<file path="config.mk">
export PLATFORM = sky130hd
export DESIGN_NAME = return_predictor_top
export DESIGN_NICKNAME = d
export VERILOG_FILES = /design/src/rv32i_types_pkg.sv /design/src/ras_pkg.sv /design/src/link_classifier.sv /design/src/return_stack.sv /design/src/next_pc_select.sv /design/src/return_predictor_top.sv
export SDC_FILE = /design/constraint.sdc
export NUM_CORES = 1
export LEC_CHECK = 0
export BUFFER_PORTS_ARGS = -buffer_cell sky130_fd_sc_hd__buf_4
export CAP_MARGIN = 25
export CELL_PAD_IN_SITES_DETAIL_PLACEMENT = 1
export CELL_PAD_IN_SITES_GLOBAL_PLACEMENT = 2
export CORE_MARGIN = 2
export CORE_UTILIZATION = 47
export DETAILED_ROUTE_END_ITERATION = 6
export HOLD_SLACK_MARGIN = 0.08
export PLACE_DENSITY_LB_ADDON = 0.1
export REMOVE_ABC_BUFFERS = 1
export SLEW_MARGIN = 10
export SYNTH_ARGS = -nofsm -noshare
export SYNTH_HDL_FRONTEND = slang
export SYNTH_SLANG_ARGS = --single-unit
export TNS_END_PERCENT = 100
</file>
<file path="constraint.sdc">
create_clock -name CLK -period 11.8 [get_ports CLK]
set_clock_uncertainty 0.15 [all_clocks]
set_input_delay 2.36 -clock CLK [delete_from_list [all_inputs] [get_ports CLK]]
set_output_delay 2.36 -clock CLK [all_outputs]
set_load 0.02 [all_outputs]
</file>
<file path="src/rv32i_types_pkg.sv">
`default_nettype none

package rv32i_types_pkg;

	// pc and instruction word width
	localparam int WORD_W = 32;
	// register index and opcode field widths
	localparam int REG_W = 5;
	localparam int OPCODE_W = 7;

	// field positions in the base encoding
	localparam int RD_LSB = 7;
	localparam int RS1_LSB = 15;

	// sequential fetch step, all words are 32-bit
	localparam logic [WORD_W-1:0] PC_STEP = 32'd4;

	// only the two jump opcodes are of interest
	typedef enum logic [OPCODE_W-1:0] {
		JAL   = 7'b1101111,
		JALR  = 7'b1100111,
		OTHER = 7'b0000000
	} opcode_t;

	// ra and t0, the link registers of the hint table
	localparam logic [REG_W-1:0] LINK_A = 5'd1;
	localparam logic [REG_W-1:0] LINK_B = 5'd5;

	// anything that is not a jump folds into OTHER
	function automatic opcode_t decode_opcode(input logic [WORD_W-1:0] instr);
		case (instr[OPCODE_W-1:0])
			JAL:     return JAL;
			JALR:    return JALR;
			default: return OTHER;
		endcase
	endfunction

	function automatic logic [REG_W-1:0] get_rd(input logic [WORD_W-1:0] instr);
		return instr[RD_LSB +: REG_W];
	endfunction

	function automatic logic [REG_W-1:0] get_rs1(input logic [WORD_W-1:0] instr);
		return instr[RS1_LSB +: REG_W];
	endfunction

	function automatic logic is_link(input logic [REG_W-1:0] r);
		return (r == LINK_A) || (r == LINK_B);
	endfunction

endpackage

`default_nettype wire

</file>
<file path="src/ras_pkg.sv">
`default_nettype none

package ras_pkg;

	// what the return stack does with one item
	// pop-then-push is the coroutine swap case
	typedef enum logic [1:0] {
		RAS_NONE     = 2'b00,
		RAS_PUSH     = 2'b01,
		RAS_POP      = 2'b10,
		RAS_POP_PUSH = 2'b11
	} ras_action_t;

	// kind of jump, carried down to the target select
	typedef enum logic [1:0] {
		JK_NONE = 2'b00,
		JK_JAL  = 2'b01,
		JK_JALR = 2'b10
	} jump_kind_t;

endpackage

`default_nettype wire

</file>
<file path="src/link_classifier.sv">
`timescale 1ns/1ns
`default_nettype none

module link_classifier (
	input  wire                                 CLK,
	input  wire                                 nRST,
	// fetch side
	input  wire                                 in_valid,
	output logic                                in_ready,
	input  wire [rv32i_types_pkg::WORD_W-1:0]   in_pc,
	input  wire [rv32i_types_pkg::WORD_W-1:0]   in_instr,
	// towards the return stack
	output logic                                s1_valid,
	input  wire                                 s1_ready,
	output logic [rv32i_types_pkg::WORD_W-1:0]  s1_pc,
	output ras_pkg::ras_action_t                s1_action,
	output ras_pkg::jump_kind_t                 s1_kind,
	output logic [rv32i_types_pkg::WORD_W-1:0]  s1_imm
);
	import rv32i_types_pkg::*;
	import ras_pkg::*;

	opcode_t                 op;
	logic [REG_W-1:0]        rd;
	logic [REG_W-1:0]        rs1;
	logic                    rd_link;
	logic                    rs1_link;
	logic [WORD_W-1:0]       j_imm;
	ras_action_t             action_c;
	jump_kind_t              kind_c;
	logic                    accept;

	// field decode
	assign op       = decode_opcode(in_instr);
	assign rd       = get_rd(in_instr);
	assign rs1      = get_rs1(in_instr);
	assign rd_link  = is_link(rd);
	assign rs1_link = is_link(rs1);

	// J-type immediate, bit 0 always zero
	assign j_imm = {{(WORD_W-20){in_instr[31]}}, in_instr[19:12], in_instr[20],
		in_instr[30:21], 1'b0};

	// hint table
	always_comb begin
		action_c = RAS_NONE;
		kind_c   = JK_NONE;
		case (op)
			JAL: begin
				kind_c = JK_JAL;
				// call only when the link lands in ra or t0
				if (rd_link) begin
					action_c = RAS_PUSH;
				end
			end
			JALR: begin
				kind_c = JK_JALR;
				case ({rd_link, rs1_link})
					2'b10: action_c = RAS_PUSH;
					2'b01: action_c = RAS_POP;
					// both link, same reg is a plain call
					2'b11: action_c = (rd == rs1) ? RAS_PUSH : RAS_POP_PUSH;
					default: action_c = RAS_NONE;
				endcase
			end
			default: begin
				action_c = RAS_NONE;
				kind_c   = JK_NONE;
			end
		endcase
	end

	// slot free or draining this cycle
	assign in_ready = !s1_valid || s1_ready;
	assign accept   = in_valid && in_ready;

	always_ff @(posedge CLK, negedge nRST) begin
		if (!nRST) begin
			s1_valid <= 1'b0;
		end else if (accept) begin
			s1_valid <= 1'b1;
		end else if (s1_ready) begin
			s1_valid <= 1'b0;
		end
	end

	// payload only moves on acceptance
	always_ff @(posedge CLK) begin
		if (accept) begin
			s1_pc     <= in_pc;
			s1_action <= action_c;
			s1_kind   <= kind_c;
			s1_imm    <= j_imm;
		end
	end

endmodule

`default_nettype wire

</file>
<file path="src/return_stack.sv">
`timescale 1ns/1ns
`default_nettype none

module return_stack #(
	parameter int RAS_DEPTH = 4
) (
	input  wire                                 CLK,
	input  wire                                 nRST,
	// from the classifier
	input  wire                                 s1_valid,
	output logic                                s1_ready,
	input  wire [rv32i_types_pkg::WORD_W-1:0]   s1_pc,
	input  wire ras_pkg::ras_action_t           s1_action,
	input  wire ras_pkg::jump_kind_t            s1_kind,
	input  wire [rv32i_types_pkg::WORD_W-1:0]   s1_imm,
	// towards target select
	output logic                                s2_valid,
	input  wire                                 s2_ready,
	output logic [rv32i_types_pkg::WORD_W-1:0]  s2_pc,
	output ras_pkg::jump_kind_t                 s2_kind,
	output logic [rv32i_types_pkg::WORD_W-1:0]  s2_imm,
	output logic                                s2_pop_hit,
	output logic [rv32i_types_pkg::WORD_W-1:0]  s2_pop_addr
);
	import rv32i_types_pkg::*;
	import ras_pkg::*;

	// pointer wraps for free since depth is a power of two
	localparam int PTR_W = (RAS_DEPTH > 1) ? $clog2(RAS_DEPTH) : 1;
	localparam int CNT_W = $clog2(RAS_DEPTH + 1);
	localparam logic [CNT_W-1:0] CNT_FULL = CNT_W'(RAS_DEPTH);

	logic [WORD_W-1:0]  ras [RAS_DEPTH];
	logic [PTR_W-1:0]   ptr;
	logic [CNT_W-1:0]   count;

	logic               accept;
	logic [WORD_W-1:0]  link_addr;
	logic [PTR_W-1:0]   top_idx;
	logic               not_empty;
	logic               wr_en;
	logic [PTR_W-1:0]   wr_idx;
	logic [PTR_W-1:0]   ptr_nxt;
	logic [CNT_W-1:0]   cnt_nxt;
	logic               hit_c;
	logic [WORD_W-1:0]  pop_addr_c;

	assign s1_ready  = !s2_valid || s2_ready;
	assign accept    = s1_valid && s1_ready;
	// return address of the call
	assign link_addr = s1_pc + PC_STEP;
	// newest entry sits just below the pointer
	assign top_idx   = ptr - 1'b1;
	assign not_empty = (count != '0);

	always_comb begin
		wr_en      = 1'b0;
		wr_idx     = ptr;
		ptr_nxt    = ptr;
		cnt_nxt    = count;
		hit_c      = 1'b0;
		pop_addr_c = '0;
		if (accept) begin
			case (s1_action)
				RAS_PUSH: begin
					wr_en   = 1'b1;
					ptr_nxt = ptr + 1'b1;
					// full stack drops the oldest entry
					if (count != CNT_FULL) begin
						cnt_nxt = count + 1'b1;
					end
				end
				RAS_POP: begin
					if (not_empty) begin
						hit_c      = 1'b1;
						pop_addr_c = ras[top_idx];
						ptr_nxt    = top_idx;
						cnt_nxt    = count - 1'b1;
					end
				end
				RAS_POP_PUSH: begin
					wr_en = 1'b1;
					if (not_empty) begin
						// swap in place, pointer stays
						hit_c      = 1'b1;
						pop_addr_c = ras[top_idx];
						wr_idx     = top_idx;
					end else begin
						// empty, degrade to a push
						ptr_nxt = ptr + 1'b1;
						cnt_nxt = count + 1'b1;
					end
				end
				default: begin
					wr_en = 1'b0;
				end
			endcase
		end
	end

	always_ff @(posedge CLK, negedge nRST) begin
		if (!nRST) begin
			ptr      <= '0;
			count    <= '0;
			s2_valid <= 1'b0;
		end else begin
			ptr   <= ptr_nxt;
			count <= cnt_nxt;
			if (accept) begin
				s2_valid <= 1'b1;
			end else if (s2_ready) begin
				s2_valid <= 1'b0;
			end
		end
	end

	// entry storage
	always_ff @(posedge CLK) begin
		if (wr_en) begin
			ras[wr_idx] <= link_addr;
		end
	end

	always_ff @(posedge CLK) begin
		if (accept) begin
			s2_pc       <= s1_pc;
			s2_kind     <= s1_kind;
			s2_imm      <= s1_imm;
			s2_pop_hit  <= hit_c;
			s2_pop_addr <= pop_addr_c;
		end
	end

endmodule

`default_nettype wire

</file>
<file path="src/next_pc_select.sv">
`timescale 1ns/1ns
`default_nettype none

module next_pc_select (
	input  wire                                 CLK,
	input  wire                                 nRST,
	// from the return stack
	input  wire                                 s2_valid,
	output logic                                s2_ready,
	input  wire [rv32i_types_pkg::WORD_W-1:0]   s2_pc,
	input  wire ras_pkg::jump_kind_t            s2_kind,
	input  wire [rv32i_types_pkg::WORD_W-1:0]   s2_imm,
	input  wire                                 s2_pop_hit,
	input  wire [rv32i_types_pkg::WORD_W-1:0]   s2_pop_addr,
	// prediction out
	output logic                                out_valid,
	input  wire                                 out_ready,
	output logic [rv32i_types_pkg::WORD_W-1:0]  out_pc,
	output logic                                out_taken,
	output logic [rv32i_types_pkg::WORD_W-1:0]  out_target
);
	import rv32i_types_pkg::*;
	import ras_pkg::*;

	logic               accept;
	logic [WORD_W-1:0]  jal_target;
	logic [WORD_W-1:0]  seq_target;
	logic               taken_c;
	logic [WORD_W-1:0]  target_c;

	// direct target and fall-through
	assign jal_target = s2_pc + s2_imm;
	assign seq_target = s2_pc + PC_STEP;

	always_comb begin
		taken_c  = 1'b0;
		target_c = seq_target;
		case (s2_kind)
			JK_JAL: begin
				taken_c  = 1'b1;
				target_c = jal_target;
			end
			JK_JALR: begin
				// indirect jump only predicted from the stack
				if (s2_pop_hit) begin
					taken_c  = 1'b1;
					target_c = s2_pop_addr;
				end
			end
			default: begin
				taken_c  = 1'b0;
				target_c = seq_target;
			end
		endcase
	end

	assign s2_ready = !out_valid || out_ready;
	assign accept   = s2_valid && s2_ready;

	always_ff @(posedge CLK, negedge nRST) begin
		if (!nRST) begin
			out_valid <= 1'b0;
		end else if (accept) begin
			out_valid <= 1'b1;
		end else if (out_ready) begin
			out_valid <= 1'b0;
		end
	end

	// held while out_ready is low
	always_ff @(posedge CLK) begin
		if (accept) begin
			out_pc     <= s2_pc;
			out_taken  <= taken_c;
			out_target <= target_c;
		end
	end

endmodule

`default_nettype wire

</file>
<file path="src/return_predictor_top.sv">
`timescale 1ns/1ns
`default_nettype none

module return_predictor_top #(
	parameter int RAS_DEPTH = 4
) (
	input  wire                                 CLK,
	input  wire                                 nRST,
	input  wire                                 in_valid,
	output logic                                in_ready,
	input  wire [rv32i_types_pkg::WORD_W-1:0]   in_pc,
	input  wire [rv32i_types_pkg::WORD_W-1:0]   in_instr,
	output logic                                out_valid,
	input  wire                                 out_ready,
	output logic [rv32i_types_pkg::WORD_W-1:0]  out_pc,
	output logic                                out_taken,
	output logic [rv32i_types_pkg::WORD_W-1:0]  out_target
);
	import rv32i_types_pkg::*;
	import ras_pkg::*;

	// classifier to stack
	logic               s1_valid;
	logic               s1_ready;
	logic [WORD_W-1:0]  s1_pc;
	ras_action_t        s1_action;
	jump_kind_t         s1_kind;
	logic [WORD_W-1:0]  s1_imm;

	// stack to target select
	logic               s2_valid;
	logic               s2_ready;
	logic [WORD_W-1:0]  s2_pc;
	jump_kind_t         s2_kind;
	logic [WORD_W-1:0]  s2_imm;
	logic               s2_pop_hit;
	logic [WORD_W-1:0]  s2_pop_addr;

	// stage 1, jump decode
	link_classifier u_classifier (
		.CLK       (CLK),
		.nRST      (nRST),
		.in_valid  (in_valid),
		.in_ready  (in_ready),
		.in_pc     (in_pc),
		.in_instr  (in_instr),
		.s1_valid  (s1_valid),
		.s1_ready  (s1_ready),
		.s1_pc     (s1_pc),
		.s1_action (s1_action),
		.s1_kind   (s1_kind),
		.s1_imm    (s1_imm)
	);

	// stage 2, updated in program order
	return_stack #(
		.RAS_DEPTH (RAS_DEPTH)
	) u_stack (
		.CLK         (CLK),
		.nRST        (nRST),
		.s1_valid    (s1_valid),
		.s1_ready    (s1_ready),
		.s1_pc       (s1_pc),
		.s1_action   (s1_action),
		.s1_kind     (s1_kind),
		.s1_imm      (s1_imm),
		.s2_valid    (s2_valid),
		.s2_ready    (s2_ready),
		.s2_pc       (s2_pc),
		.s2_kind     (s2_kind),
		.s2_imm      (s2_imm),
		.s2_pop_hit  (s2_pop_hit),
		.s2_pop_addr (s2_pop_addr)
	);

	// stage 3, target mux
	next_pc_select u_select (
		.CLK         (CLK),
		.nRST        (nRST),
		.s2_valid    (s2_valid),
		.s2_ready    (s2_ready),
		.s2_pc       (s2_pc),
		.s2_kind     (s2_kind),
		.s2_imm      (s2_imm),
		.s2_pop_hit  (s2_pop_hit),
		.s2_pop_addr (s2_pop_addr),
		.out_valid   (out_valid),
		.out_ready   (out_ready),
		.out_pc      (out_pc),
		.out_taken   (out_taken),
		.out_target  (out_target)
	);

endmodule

`default_nettype wire

</file>
# --- After elaboration in Yosys (flattened, before gate mapping) ---
# Memory sizes are Yosys's and may differ from the RTL's. A register that Yosys moved wholly into a read port is not among the register bits.
# Cells that the tools add are included.
word_totals:
  ff_bits: 184
  mem_bits_rw: 128
  inputBits: 68
  out_inout_bits: 67
  word_cells: 97
  n_memories: 1
mem_list:
  columns: ["memory", "depth", "width", "read_ports", "rd_ports_with_merged_regs", "wr", "line_no", "rtl"]
  rows:
  - ["u_stack.ras", 4, 32, 1, 1, 1, "return_stack.sv:33", "logic [WORD_W-1:0] ras [RAS_DEPTH];"]
op_classes:
  n_addsub: 7
  eq_ne: 21
  mux: 30
  n_reduce_logical: 22
op_table:
  columns: ["op", "count"]
  rows:
  - ["32-bit by 3-bit adder with 32-bit output, second input constant", 2]
  - ["32-bit one-hot mux with 2 select lines", 1]
  - ["32-bit adder", 1]
  - ["32-bit 2-to-1 mux", 1]
  - ["7-bit equality test, second input constant", 4]
  - ["7-bit one-hot mux with 2 select lines", 1]
  - ["1-bit 2-to-1 mux", 13]
  - ["2-bit one-hot mux with 3 select lines", 2]
  - ["2-bit equality test, second input constant", 5]
  - ["5-bit by 1-bit equality test with 1-bit output, second input constant", 2]
  - ["5-bit by 3-bit equality test with 1-bit output, second input constant", 2]
  - ["2-bit 2-to-1 mux", 5]
  - ["3-bit 2-to-1 mux", 3]
  - ["3-bit one-hot mux with 3 select lines", 1]
  - ["2-bit one-hot mux with 2 select lines", 2]
  - ["2-bit by 1-bit equality test with 1-bit output, second input constant", 3]
  - ["2-bit nonzero test", 3]
  - ["3-bit nonzero test", 2]
  - ["5-bit equality test", 1]
  - ["1-bit logical OR", 5]
  - ["5-bit AND reduction", 1]
  - ["1-bit zero test", 4]
  - ["2-bit by 1-bit inequality test with 1-bit output, second input constant", 2]
  - ["2-bit OR reduction", 2]
  - ["other kinds (10)", 12]

# --- Depth between registers and ports, before layout ---
logic_depth:
  ltp_word: 7
  ltp_mapped: 11
  ltp_nobuf: 11

# --- Cells and area by module ---
# Synthesis repeated with hierarchy kept, for this count alone.
unflattened:
  cells_unflattened: 1014
  area_unflattened_um2: 15559.9
modules_own_cells:
  columns: ["mod", "n_inst", "cells_per_inst", "area_per_inst_um2", "seq_area_each_um2"]
  rows:
  - ["return_stack", 1, 439, 8849.7, 6966.7]
  - ["next_pc_select", 1, 492, 4812.1, 1976.9]
  - ["link_classifier", 1, 83, 1898.1, 1706.6]

# --- Worst setup path before layout ---
# No wires, ideal clock.
synth_timing:
  path_type: "input port to flip-flop"
  startpoint: "input out_ready"
  endpoint: "memory u_stack.ras[0][0] (enable)"
  setup_ns: 0.468
  arrival_ns: 7.032
  required_ns: 11.182
  slack_ns: 4.150
  stages: 6
  n_path_buf: 0
  cell_sequence: "nor2b_1 > nand2_1 > nand2_1 > inv_1 > nand2_1 > nor3b_1"
synth_between:
  elab_chain_len: 6
  elab_cells_between_ends: 7
  cone_classes: "mux: 4; reduce/logical: 3"
synth_lines:
  columns: ["item", "line_no", "rtl"]
  rows:
  - ["start, declared", "return_predictor_top.sv:14", "input wire out_ready,"]
  - ["1-bit logical OR *", "next_pc_select.sv:57", "assign s2_ready = !out_valid || out_ready;"]
  - ["1-bit logical OR *", "return_stack.sv:48", "assign s1_ready = !s2_valid || s2_ready;"]
  - ["1-bit logical AND *", "return_stack.sv:49", "assign accept = s1_valid && s1_ready;"]
  - ["named net u_stack.accept", "return_stack.sv:37", "logic accept;"]
  - ["1-bit 2-to-1 mux", "return_stack.sv:63", "if (accept) begin"]
  - ["1-bit 2-to-1 mux", "return_stack.sv:119", "if (wr_en) begin"]
  - ["1-bit 2-to-1 mux (not written as such)", "return_stack.sv:120", "ras[wr_idx] <= link_addr;"]
  - ["end, declared", "return_stack.sv:33", null]
# The timed path passes the listed nets; every way through them passes the cells marked *.

# --- Worst setup path in the final report ---
layout_timing:
  startpoint: "input out_ready"
  endpoint: "output in_ready"
layout_between:
  elab_chain_len: 3
layout_lines:
  columns: ["item", "line_no", "rtl"]
  rows:
  - ["1-bit logical OR", "next_pc_select.sv:57", null]
  - ["1-bit logical OR", "return_stack.sv:48", null]
  - ["1-bit logical OR", "link_classifier.sv:74", "assign in_ready = !s1_valid || s1_ready;"]
  - ["end, declared", "return_predictor_top.sv:10", "output logic in_ready,"]
# Every way passes these cells.

==> summary.txt <==
Min path
  – Worst hold path class: flop to flop

Layout
  – Commonest non-fill, non-tap cell in the layout: edfxtp_1
  – Share of layout cells above drive strength 1: 0.2225
  – Post-route cell area: 0.01767 sq mm
  – Inserted Diodes: 0
  – Area Overhead vs Synth: 17.63%
  – Most frequent cells in the layout: 336 x edfxtp_1, 145 x buf_4, 79 x nand2_1
  – Nets@finish: 1243
  – Filler Cell Count: 2998

Logic synthesis
  – Cells after Synth: 982
  – Warnings from Yosys: 0
  – Synthesized area: 0.01502 sq mm
  – Register bit total from synthesis: 344
  – Register area share after synthesis: 0.6852
  – Yosys cell types: 72
  – Main synth FF type: edfxtp_1
  – Asr flop ratio synth: 0.02326
  – Number of synthesized flops with an enable pin: 336
  – Average cell area after synthesis: 15.29 sq um

Pwr
  – Gate power share: 0.199
  – Sw Ratio: 0.2740
  – Leak Pwr: 6.326 nW
  – VDD IR max: 0.1286 mV
  – Internal power: 0.002435 W
  – Clk network pwr share: 0.331
  – P_sw: 0.0009190 W
  – Pwr Total: 0.003354 W
  – Pwr/cell area: 189.9 mW/mm^2
  – Part of the power in registers: 0.470

Setup path
  – Worst setup SP type: primary input
  – Crit-path max cell delay: 180 ps
  – Critical path class: primary input to output pin
  – Arr. time, crit path: 2930 ps
  – Req. time, crit path: 9290 ps
  – Worst Path Max Fanout: 3
  – CP endpoint kind: output pin
  – Slowest stage cell, crit path: buf_4
  – CP Cell Sequence: buf_4, nor2b_1, nand3_1, buf_4
  – Most common cell on crit path: buf_4

Clock network
  – Clock Latency Late Sink: 540 ps
  – Hold_buf cts: 0
  – Clk root buf: clkbuf_16
  – Clock Sinks: 344
  – CTS H-tree lvls: 2
  – Num CTS Buffers: 38
  – Setup bufs post-CTS: 0
  – CTS max path bufs: 3
  – Post-CTS sizing: 0
  – Clock transition at the registers of the reported paths: 50 ps
  – CTS tree: built

Die
  – Starting Density: 0.4772
  – Die width: 182.8 microns
  – Core area: 0.03147 sq mm
  – Die area: 0.03340 sq mm
  – Boundary pin count: 135
  – Rows: 65
  – Die height: 182.8 microns

GRT
  – Largest net degree at the start of global routing: 74
  – First-pass GRT wire length: 54320 microns
  – Vias in the first global route: 9198
  – Initial antenna violation count: 0
  – Total grt overflow: 0
  – Total GRT Usage: 0.2144

STA
  – Setup TNS: 0 ps
  – Post-route minimum period: 5437 ps
  – Fmax: 0.1839 GHz
  – Hold Fails Final Rpt: 0
  – Slew @ Worst Pin: 976.7 ps
  – RSZ-0062 raised after global routing: no
  – Setup violators final: 0
  – Final Max Tran Viols: 0
  – Crit share post-route: 0.4607
  – Slew headroom: 0.3489

Place
  – DP Area: 0.01651 sq mm
  – Port bufs: 134
  – GP Congestion: 0.8219
  – DPL Wire Length: 23840 microns

Detailed routing
  – 1st-iter DRT viols: 498
  – Iteration count of the initial detailed-routing pass: 4
  – Remaining DRCs: 0
  – Total Routed Length: 35030 microns
  – Per-cell routed wire length: 22.37 microns
  – Antenna-violating nets left: 0
  – Total number of vias: 8816
  – Via density: 5.630

Run
  – Max-cap violations: 0

Status
  – Status: finished clean
[cell families (layout without fill, tap and decap cells)]
group | count (synthesis) | in the layout | synth area share
DFF | 344 | 344 | 0.6852
and+or+nand+nor | 273 | 273 | 0.09631
AOI/OAI and AO/OA | 156 | 156 | 0.07473
xor gates and xnor gates | 85 | 85 | 0.04957
buffers and inverters | 55 | 237 | 0.01458
adders and majority gates | 36 | 36 | 0.03099
muxes | 33 | 33 | 0.04865
[cell usage after synthesis, drive strengths merged, types with 11 or more instances]
| cell type | n | area share |
|---|---|---|
| nand2b | 11 | 0.0046 |
| o221ai | 16 | 0.0097 |
| and2 | 39 | 0.016 |
| nand2 | 80 | 0.020 |
| a21oi | 42 | 0.015 |
| nand4 | 15 | 0.0072 |
| xor2 | 34 | 0.020 |
| mux4 | 32 | 0.048 |
| and3 | 22 | 0.0092 |
| nor2 | 38 | 0.0095 |
| nand3 | 29 | 0.0097 |
| clkbuf | 22 | 0.0055 |
| inv | 26 | 0.0065 |
| a21o | 13 | 0.0065 |
| ha | 34 | 0.028 |
| edfxtp | 336 | 0.67 |
| o21ai | 28 | 0.0096 |
| xnor2 | 51 | 0.030 |
[power groups by stage]
stage	clock network [W]	logic [W]	registers (W)
final	0.00111	0.000666	0.00158
after global routing	0.00118	0.000733	0.00159
after CTS	0.00114	0.000676	0.00158
after detailed placement	0	0.000673	0.00160
after global placement	0	0.000664	0.00160
after floorplan	0	0.000379	0.00166
[path summary, 6_finish.rpt]
check,to,slack [ps],cells after the start,startpoint
max in group asynchronous,u_stack.ptr[0]$_DFFE_PN0P_,9860,1,nRST
setup / recovery,in_ready,6360,4,out_ready
hold / removal,u_stack.s2_imm[5]$_DFFE_PP_,270,0,u_classifier.s1_imm[5]$_DFFE_PP_
setup reg to reg,u_stack.ras[2][19]$_DFFE_PP_,8100,4,u_stack.count[1]$_DFFE_PN0P_
hold reg to reg,u_stack.s2_imm[5]$_DFFE_PP_,270,0,u_classifier.s1_imm[5]$_DFFE_PP_
min in group asynchronous,u_classifier.s1_valid$_DFFE_PN0P_,1490,1,nRST
[sequential cells by signal, summed over array words and instances (netlist names), 2 cells and up]
name,cells
u_classifier.s1_action,2
u_classifier.s1_imm,20
u_classifier.s1_kind,2
u_classifier.s1_pc,32
u_select.out_pc,32
u_select.out_target,32
u_stack.count,3
u_stack.ptr,2
u_stack.ras,128
u_stack.s2_imm,20
u_stack.s2_kind,2
u_stack.s2_pc,32
u_stack.s2_pop_addr,32
[final cells by class]
type	instances	area (sq um)	area share
inverter	27	102.6	0.005808
timing repair buffer	145	1089	0.06162
sequential	344	10290	0.5825
clock inverter	13	152.6	0.008641
multi-input combinational	583	4524	0.2561
clock buffer	52	1003	0.05680
tap	402	503.0	0.02847
[worst max-delay path: cells and delay by family]
family / cells / cell delay, ps
and+or+nand+nor: 2 / 270
buffers and inverters: 2 / 290
[metrics by stage]
step           utilization  hold WS (ps)  std cells  setup slack [ps]
6_report            0.5613         270.5       1566              6363
5_1_grt             0.5613         269.6       1566              6274
4_1_cts             0.5613         269.0       1566              6360
3_5_place_dp        0.5245         256.2       1501              6367
3_3_place_gp        0.5245         257.3       1501              6374
2_1_floorplan            -         250.3        954              4150
[per-layer routing]
metal  share of wire  vias to the layer above  global-route usage
met5               0                        -                   0
met4           0.016                        0             0.04677
met3           0.047                       37             0.03435
met2            0.45                      207              0.3275
met1            0.49                     4470              0.3266
li1                -                     4102                   -
Note: power is estimated with default switching activity, not from simulation.
